## config.mk

```make
export PLATFORM = sky130hd
export DESIGN_NAME = loadStoreUnit
export DESIGN_NICKNAME = d
export VERILOG_FILES = /design/src/source/lsuPkg.sv /design/src/source/cacheTagTable.sv /design/src/source/accessPort.sv /design/src/source/missHandler.sv /design/src/source/flushWalker.sv /design/src/source/loadStoreUnit.sv
export SDC_FILE = /design/constraint.sdc
export NUM_CORES = 1
export LEC_CHECK = 0
export BUFFER_PORTS_ARGS = -buffer_cell sky130_fd_sc_hd__buf_2
export CELL_PAD_IN_SITES_DETAIL_PLACEMENT = 0
export CELL_PAD_IN_SITES_GLOBAL_PLACEMENT = 2
export CORE_MARGIN = 2
export CORE_UTILIZATION = 28
export DETAILED_ROUTE_END_ITERATION = 8
export PLACE_DENSITY_LB_ADDON = 0.1
export SYNTH_ARGS = -nofsm -noshare
export SYNTH_HDL_FRONTEND = slang
export SYNTH_SLANG_ARGS = --single-unit
```

## constraint.sdc

```tcl
create_clock -name clk -period 5.51 [get_ports clk]
set_clock_uncertainty 0.1 [all_clocks]
set_input_delay 0.2755 -clock clk [delete_from_list [all_inputs] [get_ports clk]]
set_output_delay 0.2755 -clock clk [all_outputs]
set_load 0.01 [all_outputs]
```

## src/source/lsuPkg.sv

```systemverilog
// geometry is fixed at 8 sets of 2 ways with 16-byte lines and 32-bit addresses
package lsuPkg;

    // cache geometry
    localparam int ADDR_W     = 32;
    localparam int OFFSET_W   = 4;
    localparam int SET_W      = 3;
    localparam int NUM_SETS   = 8;
    localparam int NUM_WAYS   = 2;
    localparam int WAY_W      = 1;
    localparam int TAG_W      = ADDR_W - SET_W - OFFSET_W;
    localparam int NUM_LINES  = NUM_SETS * NUM_WAYS;
    localparam int LINE_IDX_W = WAY_W + SET_W;

    // commands towards the external memory controller
    typedef enum logic [1:0] {
        MEMC_NONE,
        MEMC_REPLACE,
        MEMC_CP_EXT_TO_CACHE,
        MEMC_CP_CACHE_TO_EXT
    } memcCmd;

    typedef enum logic [1:0] {
        MISS_NONE,
        MISS_REGULAR,
        MISS_NO_EVICT,
        MISS_BUSY
    } missKind;

    typedef struct packed {
        logic              valid;
        logic [ADDR_W-1:0] addr;
    } ldReq;

    typedef struct packed {
        logic              valid;
        logic [ADDR_W-1:0] addr;
        logic [31:0]       data;
        logic [3:0]        wmask;
    } stReq;

    // one acknowledge per accepted request
    typedef struct packed {
        logic             valid;
        logic             isStore;
        logic             hit;
        logic             fail;
        missKind          kind;
        logic [WAY_W-1:0] way;
    } lsuAck;

    // cacheLine is {way, set}, mask and data carry a fused store
    typedef struct packed {
        memcCmd                cmd;
        logic [LINE_IDX_W-1:0] cacheLine;
        logic [ADDR_W-1:0]     readAddr;
        logic [ADDR_W-1:0]     writeAddr;
        logic [3:0]            mask;
        logic [31:0]           data;
    } memcReq;

    typedef struct packed {
        logic             valid;
        logic [TAG_W-1:0] tag;
    } tagEntry;

    typedef struct packed {
        logic             we;
        logic [SET_W-1:0] set;
        logic [WAY_W-1:0] way;
        tagEntry          entry;
    } tagWrite;

    // request held between the access port and the miss handler
    typedef struct packed {
        logic              valid;
        logic              isStore;
        logic [ADDR_W-1:0] addr;
        logic [31:0]       data;
        logic [3:0]        wmask;
    } accessOp;

endpackage

```

## src/source/cacheTagTable.sv

```systemverilog
// contents are undefined after reset until the initial flush has invalidated every entry
`timescale 1ns/100ps

module cacheTagTable (
    input  logic                                        clk,
    input  logic                                        rst,
    input  logic [lsuPkg::SET_W-1:0]                    rdSet,
    output lsuPkg::tagEntry [lsuPkg::NUM_WAYS-1:0]      rdEntries,
    input  lsuPkg::tagWrite                             wr
);
    import lsuPkg::*;

    // one row per set, all ways side by side
    tagEntry [NUM_WAYS-1:0] tags [NUM_SETS];

    // read is registered, a write in the same cycle is seen one cycle later
    always_ff @(posedge clk) begin
        rdEntries <= tags[rdSet];
    end

    // writes are dropped while reset is held
    always_ff @(posedge clk) begin
        if (wr.we && !rst) begin
            tags[wr.set][wr.way] <= wr.entry;
        end
    end

endmodule

```

## src/source/accessPort.sv

```systemverilog
// loads always win the table read port, a stalled request must be held by the host
`timescale 1ns/100ps

module accessPort (
    input  logic                        clk,
    input  logic                        rst,
    input  lsuPkg::ldReq                ld,
    input  lsuPkg::stReq                st,
    output logic                        ldStall,
    output logic                        stStall,
    input  logic                        tableWriting,
    input  logic                        flushActive,
    input  logic [lsuPkg::SET_W-1:0]    flushSet,
    output logic [lsuPkg::SET_W-1:0]    rdSet,
    output lsuPkg::accessOp             op
);
    import lsuPkg::*;

    logic blocked;
    logic ldGo;
    logic stGo;

    // the table port is taken by the flush walker or by a miss write
    assign blocked = flushActive || tableWriting;

    assign ldStall = blocked;
    assign stStall = blocked || ld.valid;

    assign ldGo = ld.valid && !ldStall;
    assign stGo = st.valid && !stStall;

    always_comb begin
        if (flushActive) begin
            rdSet = flushSet;
        end else if (ld.valid) begin
            rdSet = ld.addr[OFFSET_W +: SET_W];
        end else begin
            rdSet = st.addr[OFFSET_W +: SET_W];
        end
    end

    always_ff @(posedge clk) begin
        if (rst) begin
            op.valid <= 1'b0;
        end else begin
            op.valid <= ldGo || stGo;
        end
    end

    // payload of the accepted request
    always_ff @(posedge clk) begin
        if (ldGo) begin
            op.isStore <= 1'b0;
            op.addr    <= ld.addr;
            op.data    <= '0;
            op.wmask   <= '0;
        end else if (stGo) begin
            op.isStore <= 1'b1;
            op.addr    <= st.addr;
            op.data    <= st.data;
            op.wmask   <= st.wmask;
        end
    end

endmodule

```

## src/source/missHandler.sv

```systemverilog
// a miss while a command waits under stall or while a flush runs is failed as busy and retried
`timescale 1ns/100ps

module missHandler (
    input  logic                                    clk,
    input  logic                                    rst,
    input  lsuPkg::accessOp                         op,
    input  lsuPkg::tagEntry [lsuPkg::NUM_WAYS-1:0]  entries,
    input  logic                                    flushActive,
    input  lsuPkg::tagWrite                         flushWr,
    input  logic                                    wbValid,
    input  logic [lsuPkg::LINE_IDX_W-1:0]           wbLine,
    input  logic [lsuPkg::ADDR_W-1:0]               wbAddr,
    input  logic                                    memcStall,
    output lsuPkg::lsuAck                           ack,
    output lsuPkg::tagWrite                         tableWr,
    output logic                                    tableWriting,
    output logic                                    flushDirty,
    output logic                                    cmdPending,
    output lsuPkg::memcReq                          memc
);
    import lsuPkg::*;

    logic [SET_W-1:0]      opSet;
    logic [TAG_W-1:0]      opTag;
    logic                  hit;
    logic [WAY_W-1:0]      hitWay;
    logic [WAY_W-1:0]      victimCnt;
    tagEntry               victimEntry;
    logic [LINE_IDX_W-1:0] victimLine;
    logic                  evict;
    logic                  canTake;
    logic                  blocked;
    logic                  isMiss;
    logic                  doMiss;
    logic                  storeHit;
    logic [NUM_LINES-1:0]  dirty;
    tagWrite               missWr;
    memcReq                nextMemc;

    assign opSet = op.addr[OFFSET_W +: SET_W];
    assign opTag = op.addr[ADDR_W-1 -: TAG_W];

    always_comb begin
        hit    = 1'b0;
        hitWay = '0;
        for (int w = 0; w < NUM_WAYS; w++) begin
            if (entries[w].valid && entries[w].tag == opTag) begin
                hit    = 1'b1;
                hitWay = WAY_W'(w);
            end
        end
    end

    // victim from the shared round-robin counter
    assign victimEntry = entries[victimCnt];
    assign victimLine  = {victimCnt, opSet};
    assign evict       = victimEntry.valid && dirty[victimLine];

    // the command register frees up when empty or not stalled
    assign cmdPending = (memc.cmd != MEMC_NONE);
    assign canTake    = !cmdPending || !memcStall;
    assign blocked    = !canTake || flushActive;

    assign isMiss   = op.valid && !hit;
    assign doMiss   = isMiss && !blocked;
    assign storeHit = op.valid && op.isStore && hit;

    always_comb begin
        ack.valid   = op.valid;
        ack.isStore = op.isStore;
        ack.hit     = op.valid && hit;
        // fused store misses complete, load misses are retried
        ack.fail    = isMiss && (!op.isStore || blocked);
        ack.way     = hit ? hitWay : victimCnt;
        if (!isMiss) begin
            ack.kind = MISS_NONE;
        end else if (blocked) begin
            ack.kind = MISS_BUSY;
        end else if (victimEntry.valid) begin
            ack.kind = MISS_REGULAR;
        end else begin
            ack.kind = MISS_NO_EVICT;
        end
    end

    // new tag goes in right away
    always_comb begin
        missWr.we          = doMiss;
        missWr.set         = opSet;
        missWr.way         = victimCnt;
        missWr.entry.valid = 1'b1;
        missWr.entry.tag   = opTag;
    end

    assign tableWr      = flushActive ? flushWr : missWr;
    assign tableWriting = tableWr.we;

    assign flushDirty = dirty[wbLine];

    always_comb begin
        nextMemc     = '0;
        nextMemc.cmd = MEMC_NONE;
        if (flushActive) begin
            if (wbValid) begin
                nextMemc.cmd       = MEMC_CP_CACHE_TO_EXT;
                nextMemc.cacheLine = wbLine;
                nextMemc.writeAddr = wbAddr;
            end
        end else if (doMiss) begin
            nextMemc.cmd       = evict ? MEMC_REPLACE : MEMC_CP_EXT_TO_CACHE;
            nextMemc.cacheLine = victimLine;
            nextMemc.readAddr  = {op.addr[ADDR_W-1:OFFSET_W], {OFFSET_W{1'b0}}};
            if (evict) begin
                nextMemc.writeAddr = {victimEntry.tag, opSet, {OFFSET_W{1'b0}}};
            end
            // store data is spliced into the fill by the controller
            if (op.isStore) begin
                nextMemc.mask = op.wmask;
                nextMemc.data = op.data;
            end
        end
    end

    always_ff @(posedge clk) begin
        if (rst) begin
            memc.cmd <= MEMC_NONE;
        end else if (canTake) begin
            memc <= nextMemc;
        end
    end

    always_ff @(posedge clk) begin
        if (rst) begin
            dirty     <= '0;
            victimCnt <= '0;
        end else begin
            if (storeHit) begin
                dirty[{hitWay, opSet}] <= 1'b1;
            end
            // a refilled line is dirty only if a store was fused in
            if (doMiss) begin
                dirty[victimLine] <= op.isStore;
                victimCnt         <= victimCnt + 1'b1;
            end
        end
    end

endmodule

```

## src/source/flushWalker.sv

```systemverilog
// the walk after reset only invalidates, later walks also write back dirty valid lines
`timescale 1ns/100ps

module flushWalker (
    input  logic                                    clk,
    input  logic                                    rst,
    input  logic                                    flush,
    input  logic                                    memcStall,
    input  logic                                    cmdPending,
    input  lsuPkg::tagEntry [lsuPkg::NUM_WAYS-1:0]  entries,
    input  logic                                    dirty,
    output logic                                    active,
    output logic                                    busy,
    output logic [lsuPkg::SET_W-1:0]                rdSet,
    output lsuPkg::tagWrite                         wr,
    output logic                                    wbValid,
    output logic [lsuPkg::LINE_IDX_W-1:0]           wbLine,
    output logic [lsuPkg::ADDR_W-1:0]               wbAddr
);
    import lsuPkg::*;

    typedef enum logic [2:0] {
        IDLE,
        WAIT,
        READ,
        WALK,
        FINAL
    } flushState;

    flushState        state;
    logic             initialFlush;
    logic             flushQueued;
    logic [SET_W-1:0] set;
    logic [WAY_W-1:0] way;
    logic             canStep;
    logic             lastWay;
    logic             lastSet;

    assign canStep = !cmdPending || !memcStall;
    assign lastWay = (way == WAY_W'(NUM_WAYS - 1));
    assign lastSet = (set == SET_W'(NUM_SETS - 1));

    assign active = (state != IDLE);
    assign busy   = flushQueued || active;
    assign rdSet  = set;

    // invalidate only on the step so a stalled way keeps its tag for the writeback
    always_comb begin
        wr.we    = (state == WALK) && canStep;
        wr.set   = set;
        wr.way   = way;
        wr.entry = '0;
    end

    assign wbValid = (state == WALK) && entries[way].valid && dirty && !initialFlush;
    assign wbLine  = {way, set};
    assign wbAddr  = {entries[way].tag, set, {OFFSET_W{1'b0}}};

    always_ff @(posedge clk) begin
        if (rst) begin
            state        <= WAIT;
            initialFlush <= 1'b1;
            flushQueued  <= 1'b0;
            set          <= '0;
            way          <= '0;
        end else begin
            // a pulse during the walk starts another walk afterwards
            if (flush && (state == READ || state == WALK)) begin
                flushQueued <= 1'b1;
            end
            case (state)
                IDLE: begin
                    if (flush) begin
                        state <= WAIT;
                    end
                end
                WAIT: begin
                    if (!cmdPending) begin
                        state <= READ;
                        set   <= '0;
                        way   <= '0;
                    end
                end
                READ: state <= WALK;
                WALK: begin
                    if (canStep) begin
                        if (lastWay) begin
                            way <= '0;
                            if (lastSet) begin
                                state <= FINAL;
                            end else begin
                                set   <= set + 1'b1;
                                state <= READ;
                            end
                        end else begin
                            way <= way + 1'b1;
                        end
                    end
                end
                FINAL: begin
                    initialFlush <= 1'b0;
                    flushQueued  <= 1'b0;
                    state        <= (flushQueued || flush) ? WAIT : IDLE;
                end
                default: state <= IDLE;
            endcase
        end
    end

endmodule

```

## src/source/loadStoreUnit.sv

```systemverilog
// the cache data array and the memory controller sit outside, the controller only gives a stall
`timescale 1ns/100ps

module loadStoreUnit (
    input  logic            clk,
    input  logic            rst,
    input  lsuPkg::ldReq    ld,
    input  lsuPkg::stReq    st,
    input  logic            flush,
    input  logic            memcStall,
    output logic            ldStall,
    output logic            stStall,
    output logic            busy,
    output lsuPkg::lsuAck   ack,
    output lsuPkg::memcReq  memc
);
    import lsuPkg::*;

    tagEntry [NUM_WAYS-1:0] entries;
    accessOp                op;
    tagWrite                tableWr;
    tagWrite                flushWr;
    logic [SET_W-1:0]       tableRdSet;
    logic [SET_W-1:0]       flushSet;
    logic                   tableWriting;
    logic                   flushActive;
    logic                   flushDirty;
    logic                   cmdPending;
    logic                   wbValid;
    logic [LINE_IDX_W-1:0]  wbLine;
    logic [ADDR_W-1:0]      wbAddr;

    cacheTagTable u_tagTable (
        .clk       (clk),
        .rst       (rst),
        .rdSet     (tableRdSet),
        .rdEntries (entries),
        .wr        (tableWr)
    );

    accessPort u_accessPort (
        .clk          (clk),
        .rst          (rst),
        .ld           (ld),
        .st           (st),
        .ldStall      (ldStall),
        .stStall      (stStall),
        .tableWriting (tableWriting),
        .flushActive  (flushActive),
        .flushSet     (flushSet),
        .rdSet        (tableRdSet),
        .op           (op)
    );

    missHandler u_missHandler (
        .clk          (clk),
        .rst          (rst),
        .op           (op),
        .entries      (entries),
        .flushActive  (flushActive),
        .flushWr      (flushWr),
        .wbValid      (wbValid),
        .wbLine       (wbLine),
        .wbAddr       (wbAddr),
        .memcStall    (memcStall),
        .ack          (ack),
        .tableWr      (tableWr),
        .tableWriting (tableWriting),
        .flushDirty   (flushDirty),
        .cmdPending   (cmdPending),
        .memc         (memc)
    );

    flushWalker u_flushWalker (
        .clk        (clk),
        .rst        (rst),
        .flush      (flush),
        .memcStall  (memcStall),
        .cmdPending (cmdPending),
        .entries    (entries),
        .dirty      (flushDirty),
        .active     (flushActive),
        .busy       (busy),
        .rdSet      (flushSet),
        .wr         (flushWr),
        .wbValid    (wbValid),
        .wbLine     (wbLine),
        .wbAddr     (wbAddr)
    );

endmodule

```

Yosys cells after proc, flatten, opt, wreduce, memory -nomap -nowiden

Memories as Yosys holds them, arrays and structs flattened. A register that Yosys moved wholly into a read port is not among the register bits.
Index checks and enable logic that the tools add are counted.

Register bits after elaboration: 202
Memory bits (writable): 416
Input bits: 106
Output and inout port bits: 116
Word-level logic and storage cells: 155
Memories: 1

Memory list:

| memory          | depth | width | read ports | clocked after memory_dff | wr ports | RTL line            | text |
|---|---|---|---|---|---|---|---|
| u_tagTable.tags | 8     | 52    | 1          | 1                        | 1        | cacheTagTable.sv:14 | `tagEntry [NUM_WAYS-1:0] tags [NUM_SETS];` |

$add $sub $neg: 3
$lt $le $gt $ge: 9
Equal/unequal tests: 12
Multiplexer cells: 56
Bitwise logic cells: 4
Reductions and logical operators: 51

Operators with widths:

| cell                 | number |
|---|---|
| $mux W68             | 2 |
| $mux W26             | 5 |
| $mux W106            | 1 |
| $mux W32             | 3 |
| $mux W52             | 1 |
| $eq A25 B25 Y1       | 2 |
| $mux W16             | 3 |
| $mux W36             | 1 |
| $mux W3              | 11 |
| $mux W31             | 1 |
| $demux W26 S1        | 1 |
| $logic_and A1 B1 Y1  | 20 |
| $bwmux W16           | 1 |
| $or A16 B16 Y16      | 1 |
| $lt A4 B5 Y1 const B | 3 |
| $pmux W3 S5          | 1 |
| $mux W1              | 13 |
| $mux W6              | 2 |
| $logic_not A1 Y1     | 10 |
| $logic_or A1 B1 Y1   | 9 |
| $bmux W1 S4          | 2 |
| $demux W1 S4         | 2 |
| $ge A4 B1 Y1 const B | 2 |
| $mux W2              | 4 |
| 21 further kinds     | 34 |

Depth between registers and ports, before layout

Word-level depth: 14
Depth in mapped cells: 10

Hierarchy

A second synthesis with hierarchy kept.

Cells, all modules: 1584
Area total of the unflattened synthesis: 26989.6 sq um

Modules (own cells, without submodules):

| module        | instances | cells each | area an instance (sq um) | sequential area each (sq um) |
|---|---|---|---|---|
| cacheTagTable | 1         | 682        | 16831.1                  | 13533.0 |
| missHandler   | 1         | 531        | 6236.0                   | 3383.2 |
| accessPort    | 1         | 239        | 2788.9                   | 1721.7 |
| flushWalker   | 1         | 132        | 1133.6                   | 180.2 |

Worst setup path before layout

No wires, ideal clock.

Path type: register to register
Start: register u_missHandler.memc[105] (netlist name)
End: register u_missHandler.memc[0] (netlist name)
Arrival time: 4.639 ns
Setup slack: 0.219 ns
Stages on the path, launching flop included: 4
Buffers on the path: 0
Cells stage by stage: dfxtp_1 nor2_1 nor2b_1 nor2_1

Longest elaborated chain between the ends: 4

Ends and longest elaborated chain:

| item                        | RTL line          | text |
|---|---|---|
| $reduce_bool A2 Y1          | missHandler.sv:61 | `assign cmdPending = (memc.cmd != MEMC_NONE);` |
| $logic_not A1 Y1            | --                |  |
| $logic_or A1 B1 Y1          | missHandler.sv:62 | `assign canTake = !cmdPending \|\| !memcStall;` |
| $reduce_and A2 Y1 (no line) | --                |  |

No other way between the ends.
A chain may end at the register's enable or synchronous reset.

Worst setup path after layout

Start: register u_accessPort.op[46] (netlist name)
End: register u_accessPort.op[44] (netlist name)

Longest elaborated chain between the ends: 12
Elaborated cells between the ends (all ways): 14

Ends and longest elaborated chain:

| item                  | RTL line          | text |
|---|---|---|
| $eq A25 B25 Y1        | missHandler.sv:48 | `if (entries[w].valid && entries[w].tag == opTag) begin` |
| $logic_and A1 B1 Y1   | missHandler.sv:48 |  |
| $mux W1               | missHandler.sv:48 |  |
| $mux W1 *             | missHandler.sv:48 |  |
| $logic_not A1 Y1 *    | missHandler.sv:65 | `assign isMiss = op.valid && !hit;` |
| $logic_and A1 B1 Y1 * | missHandler.sv:65 |  |
| $logic_and A1 B1 Y1 * | missHandler.sv:66 | `assign doMiss = isMiss && !blocked;` |
| $mux W31 *            | missHandler.sv:96 | `assign tableWr = flushActive ? flushWr : missWr;` |
| $logic_or A1 B1 Y1 *  | accessPort.sv:24  | `assign blocked = flushActive \|\| tableWriting;` |
| $logic_not A1 Y1 *    | accessPort.sv:29  | `assign ldGo = ld.valid && !ldStall;` |
| $logic_and A1 B1 Y1 * | accessPort.sv:29  |  |
| $mux W68 *            | accessPort.sv:52  | `if (ldGo) begin` |

Every way passes the cells marked *; elsewhere a longest branch is shown, timed or not.

==> run summary <==
r2r worst-path depth -> 9
Seq pwr share -> 44.1%
switching power -> 4.32 mW
Synth Area in Simple Gates -> 5.38%
Clock Sinks -> 658
standard-cell rows -> 110
slowest CP cell -> and3_2
Die Wd -> 306 um
most common cell after layout, fill and taps aside -> edfxtp_1
wire per inst -> 25.6 um
Worst-Skew Late Latency -> 620 ps
Final setup viols -> 0
largest net degree at the start of global routing -> 65
FF+latch count, synth -> 658
Layout fillers -> 8597
CTS tree -> built
Die Y -> 306 um
CP required -> 5870 ps
Adder-Cell Fraction of Synth Area -> 0.0983%
hold-critical path depth -> 2
most used cell, CP -> nand4_1
initial antenna violation count -> 0
pwr dens -> 471 nW/um2
CP peak stage delay -> 660 ps
post-synthesis xor/xnor area fraction -> 1.72%
sum of negative setup slack -> 0 ps
Hold Worst Slack -> 29.9 ps
Post-synth top flop -> edfxtp_1
Max-cap violations -> 0
detailed placement HPWL -> 44900 um
class of the most critical setup path -> flip-flop to flip-flop
Slew @ Worst Pin -> 1160 ps
DP Area -> 28000 um2
vias per cell -> 4.75
grt ovf -> 0
IO Count -> 222
vias after detailed routing -> 14200
P_leak -> 11.2 nW
Reg-to-Reg End -> u_accessPort.op[44]$_DFFE_PP_
EDFF count, synth -> 540
total CTS buffers -> 76
R2R setup slack -> 970 ps
Post-Syn Instances -> 1406
H-tree levels -> 3
Logic pwr share -> 21.6%
GRT Total Usage -> 16.2%
# DRC -> 0
Routability Congestion -> 0.775
worst path arrival time -> 4890 ps
Routed WL -> 76400 um
fin crit share -> 82.3%
fin util -> 34.9%
FFs w/ async S/R, synth -> 0%
largest family of logic cells by synthesized area -> multiplexers
sequential cell area fraction in the yosys report -> 72.9%
Max FO, Critical Path -> 46
Final Max Slew Viols -> 0
Worst-path clk slew -> 60 ps
Internal -> 10.5 mW
die area -> 93400 um2
share of cells above drive strength 1 -> 30.7%
# nets final -> 1847
RSZ-0062 raised after global routing -> no
vias in the first global route -> 14700
Sw Share -> 29.1%
fraction of synthesized area in multiplexers -> 12.6%
Fmax -> 220 MHz
Fin. Hold Viols -> 0
I/O Buffers -> 205
Syn. warnings -> 0
Clock Path Buffers -> 3
PostCTS Resize Cnt -> 0
CP top delay family -> simple AND/OR/NAND/NOR gates
CP Launch Point -> u_accessPort.op[46]$_DFFE_PP_
Core Area -> 90100 um2
# diodes -> 0
initial DRC count -> 998
Area Growth Syn to Fin -> 23.6%
hold wc startpoint -> ld[28]
mapped cell area -> 25500 um2
CP bufs+invs -> 2
Worst VDD drop -> 0.205 mV
post-layout min period -> 4540 ps
count of unique library cells instantiated by Yosys -> 58
Synth Area in Compound Gates -> 5.19%
Starting Density -> 28.3%
crit path cell chain -> xnor2_1 -> nand4_1 -> nor4_1 -> nand4_1 -> nand4_4 -> and3_2 -> buf_12 -> a22o_1 -> dlygate4sd3_1
crit start category -> flip-flop
Slew HR -> 22.8%
Root Driver -> clkbuf_16
Worst path depth -> 9
most frequent cells in the layout -> edfxtp_1 (540), buf_2 (205), dfxtp_1 (118)
Hold Path Class -> input port to flip-flop
Worst setup EP type -> flip-flop
first-pass GRT wire length -> 109000 um
share of power burned in the clock network -> 34.3%
design area -> 31500 um2
Post-DRT Antenna Nets -> 0
Initial DRT Pass Iterations -> 5
status -> completed
Mapped Avg Cell Area -> 18.1 um2
R2R Path Start -> u_accessPort.op[46]$_DFFE_PP_
Hold EP -> u_accessPort.op[64]$_DFFE_PP_
## sequential cells by signal (all words and copies together) (netlist names)
name and count:
u_missHandler.victimCnt 1, u_missHandler.dirty 16, u_flushWalker.flushQueued 1, u_flushWalker.initialFlush 1
u_flushWalker.lastWay 1, u_tagTable.tags 416, u_flushWalker.state 3, u_flushWalker.rdSet 3
u_tagTable.rdEntries 52, u_accessPort.op 66, u_missHandler.memc 98
## kinds of logic after synthesis
| logic type | Yosys count |
|---|---|
| DFF | 658 |
| and+or+nand+nor | 248 |
| muxes | 176 |
| AOI/OAI and AO/OA | 172 |
| buffers and inverters | 99 |
| xor gates and xnor gates | 50 |
| adders and majority gates | 2 |
| other | 1 |
## worst reg2reg max path, delay by kind of cell (launching register included)
kind / cells / cell delay (ps)
simple gates: 5 / 2100
buf+inv: 2 / 950
flops: 1 / 500
xor+xnor: 1 / 490
compound gates: 1 / 250
## stage by stage
step | cells | power, mW | setup slack [ps]
after floorplan | 1413 | 8.62 | 219
after global placement | 2745 | 9.84 | 1580
after detailed placement | 2745 | 9.87 | 1540
after CTS | 2978 | 15.1 | 991
after global routing | 2978 | 15.5 | 795
final | 2978 | 14.8 | 974
## power groups by stage
stage / Clock [mW] / Combinational (mW) / Sequential (mW)
finish: 5.08 / 3.21 / 6.54
global route: 5.44 / 3.50 / 6.61
CTS: 5.25 / 3.32 / 6.55
detailed placement: 0 / 3.22 / 6.65
global placement: 0 / 3.20 / 6.64
floorplan: 0 / 2.14 / 6.48
## how the worst max path moves through the flow
| stage | end | slack (ps) |
|---|---|---|
| after floorplan | u_missHandler.memc[0]$_SDFFCE_PP0P_ | 220 |
| after global routing | u_accessPort.op[44]$_DFFE_PP_ | 800 |
| final | u_accessPort.op[44]$_DFFE_PP_ | 970 |
| after CTS | u_accessPort.op[44]$_DFFE_PP_ | 990 |
| after detailed placement | u_tagTable.tags[3][12]$_DFFE_PP_ | 1540 |
| after global placement | u_tagTable.tags[4][34]$_DFFE_PP_ | 1580 |
## what timing repair did
action / CTS / global route
hold endpoints to repair: 66 / 0
buffers inserted: 0 / 0
hold buffers: 92 / 0
## layout make-up
cell class                      instances  area, um2  share of cell area [%]
Sequential cell                       658      18600                    59.0
Multi-Input combinational cell        656       6580                    20.9
Timing Repair Buffer                  336       2280                    7.24
Clock buffer                          106       2160                    6.87
Tap cell                             1176       1470                    4.68
Clock inverter                         35        358                    1.14
Inverter                               11       41.3                   0.131
## layer usage
layer	global-route usage (%)	routed length (um)
met2	26.3	35900
met4	3.78	1160
met5	0	0
met3	2.86	3750
met1	22.6	35500
## cells in the mapped netlist, drive strengths merged, types with 10 or more instances
library cell | instances | area share, %
and2 | 51 | 1.3
nor2 | 50 | 0.74
a21oi | 20 | 0.39
dfxtp | 118 | 9.3
inv | 10 | 0.15
nand2 | 35 | 0.52
mux4 | 110 | 9.7
clkbuf | 37 | 0.55
o21ai | 19 | 0.37
nor4 | 27 | 0.66
xnor2 | 17 | 0.58
a22oi | 11 | 0.32
buf | 51 | 1.3
nand4 | 11 | 0.33
xor2 | 33 | 1.1
and3 | 40 | 0.98
mux2 | 58 | 2.6
edfxtp | 540 | 64
a22o | 86 | 3.0
No activity file was read; power rests on OpenSTA's default activity.
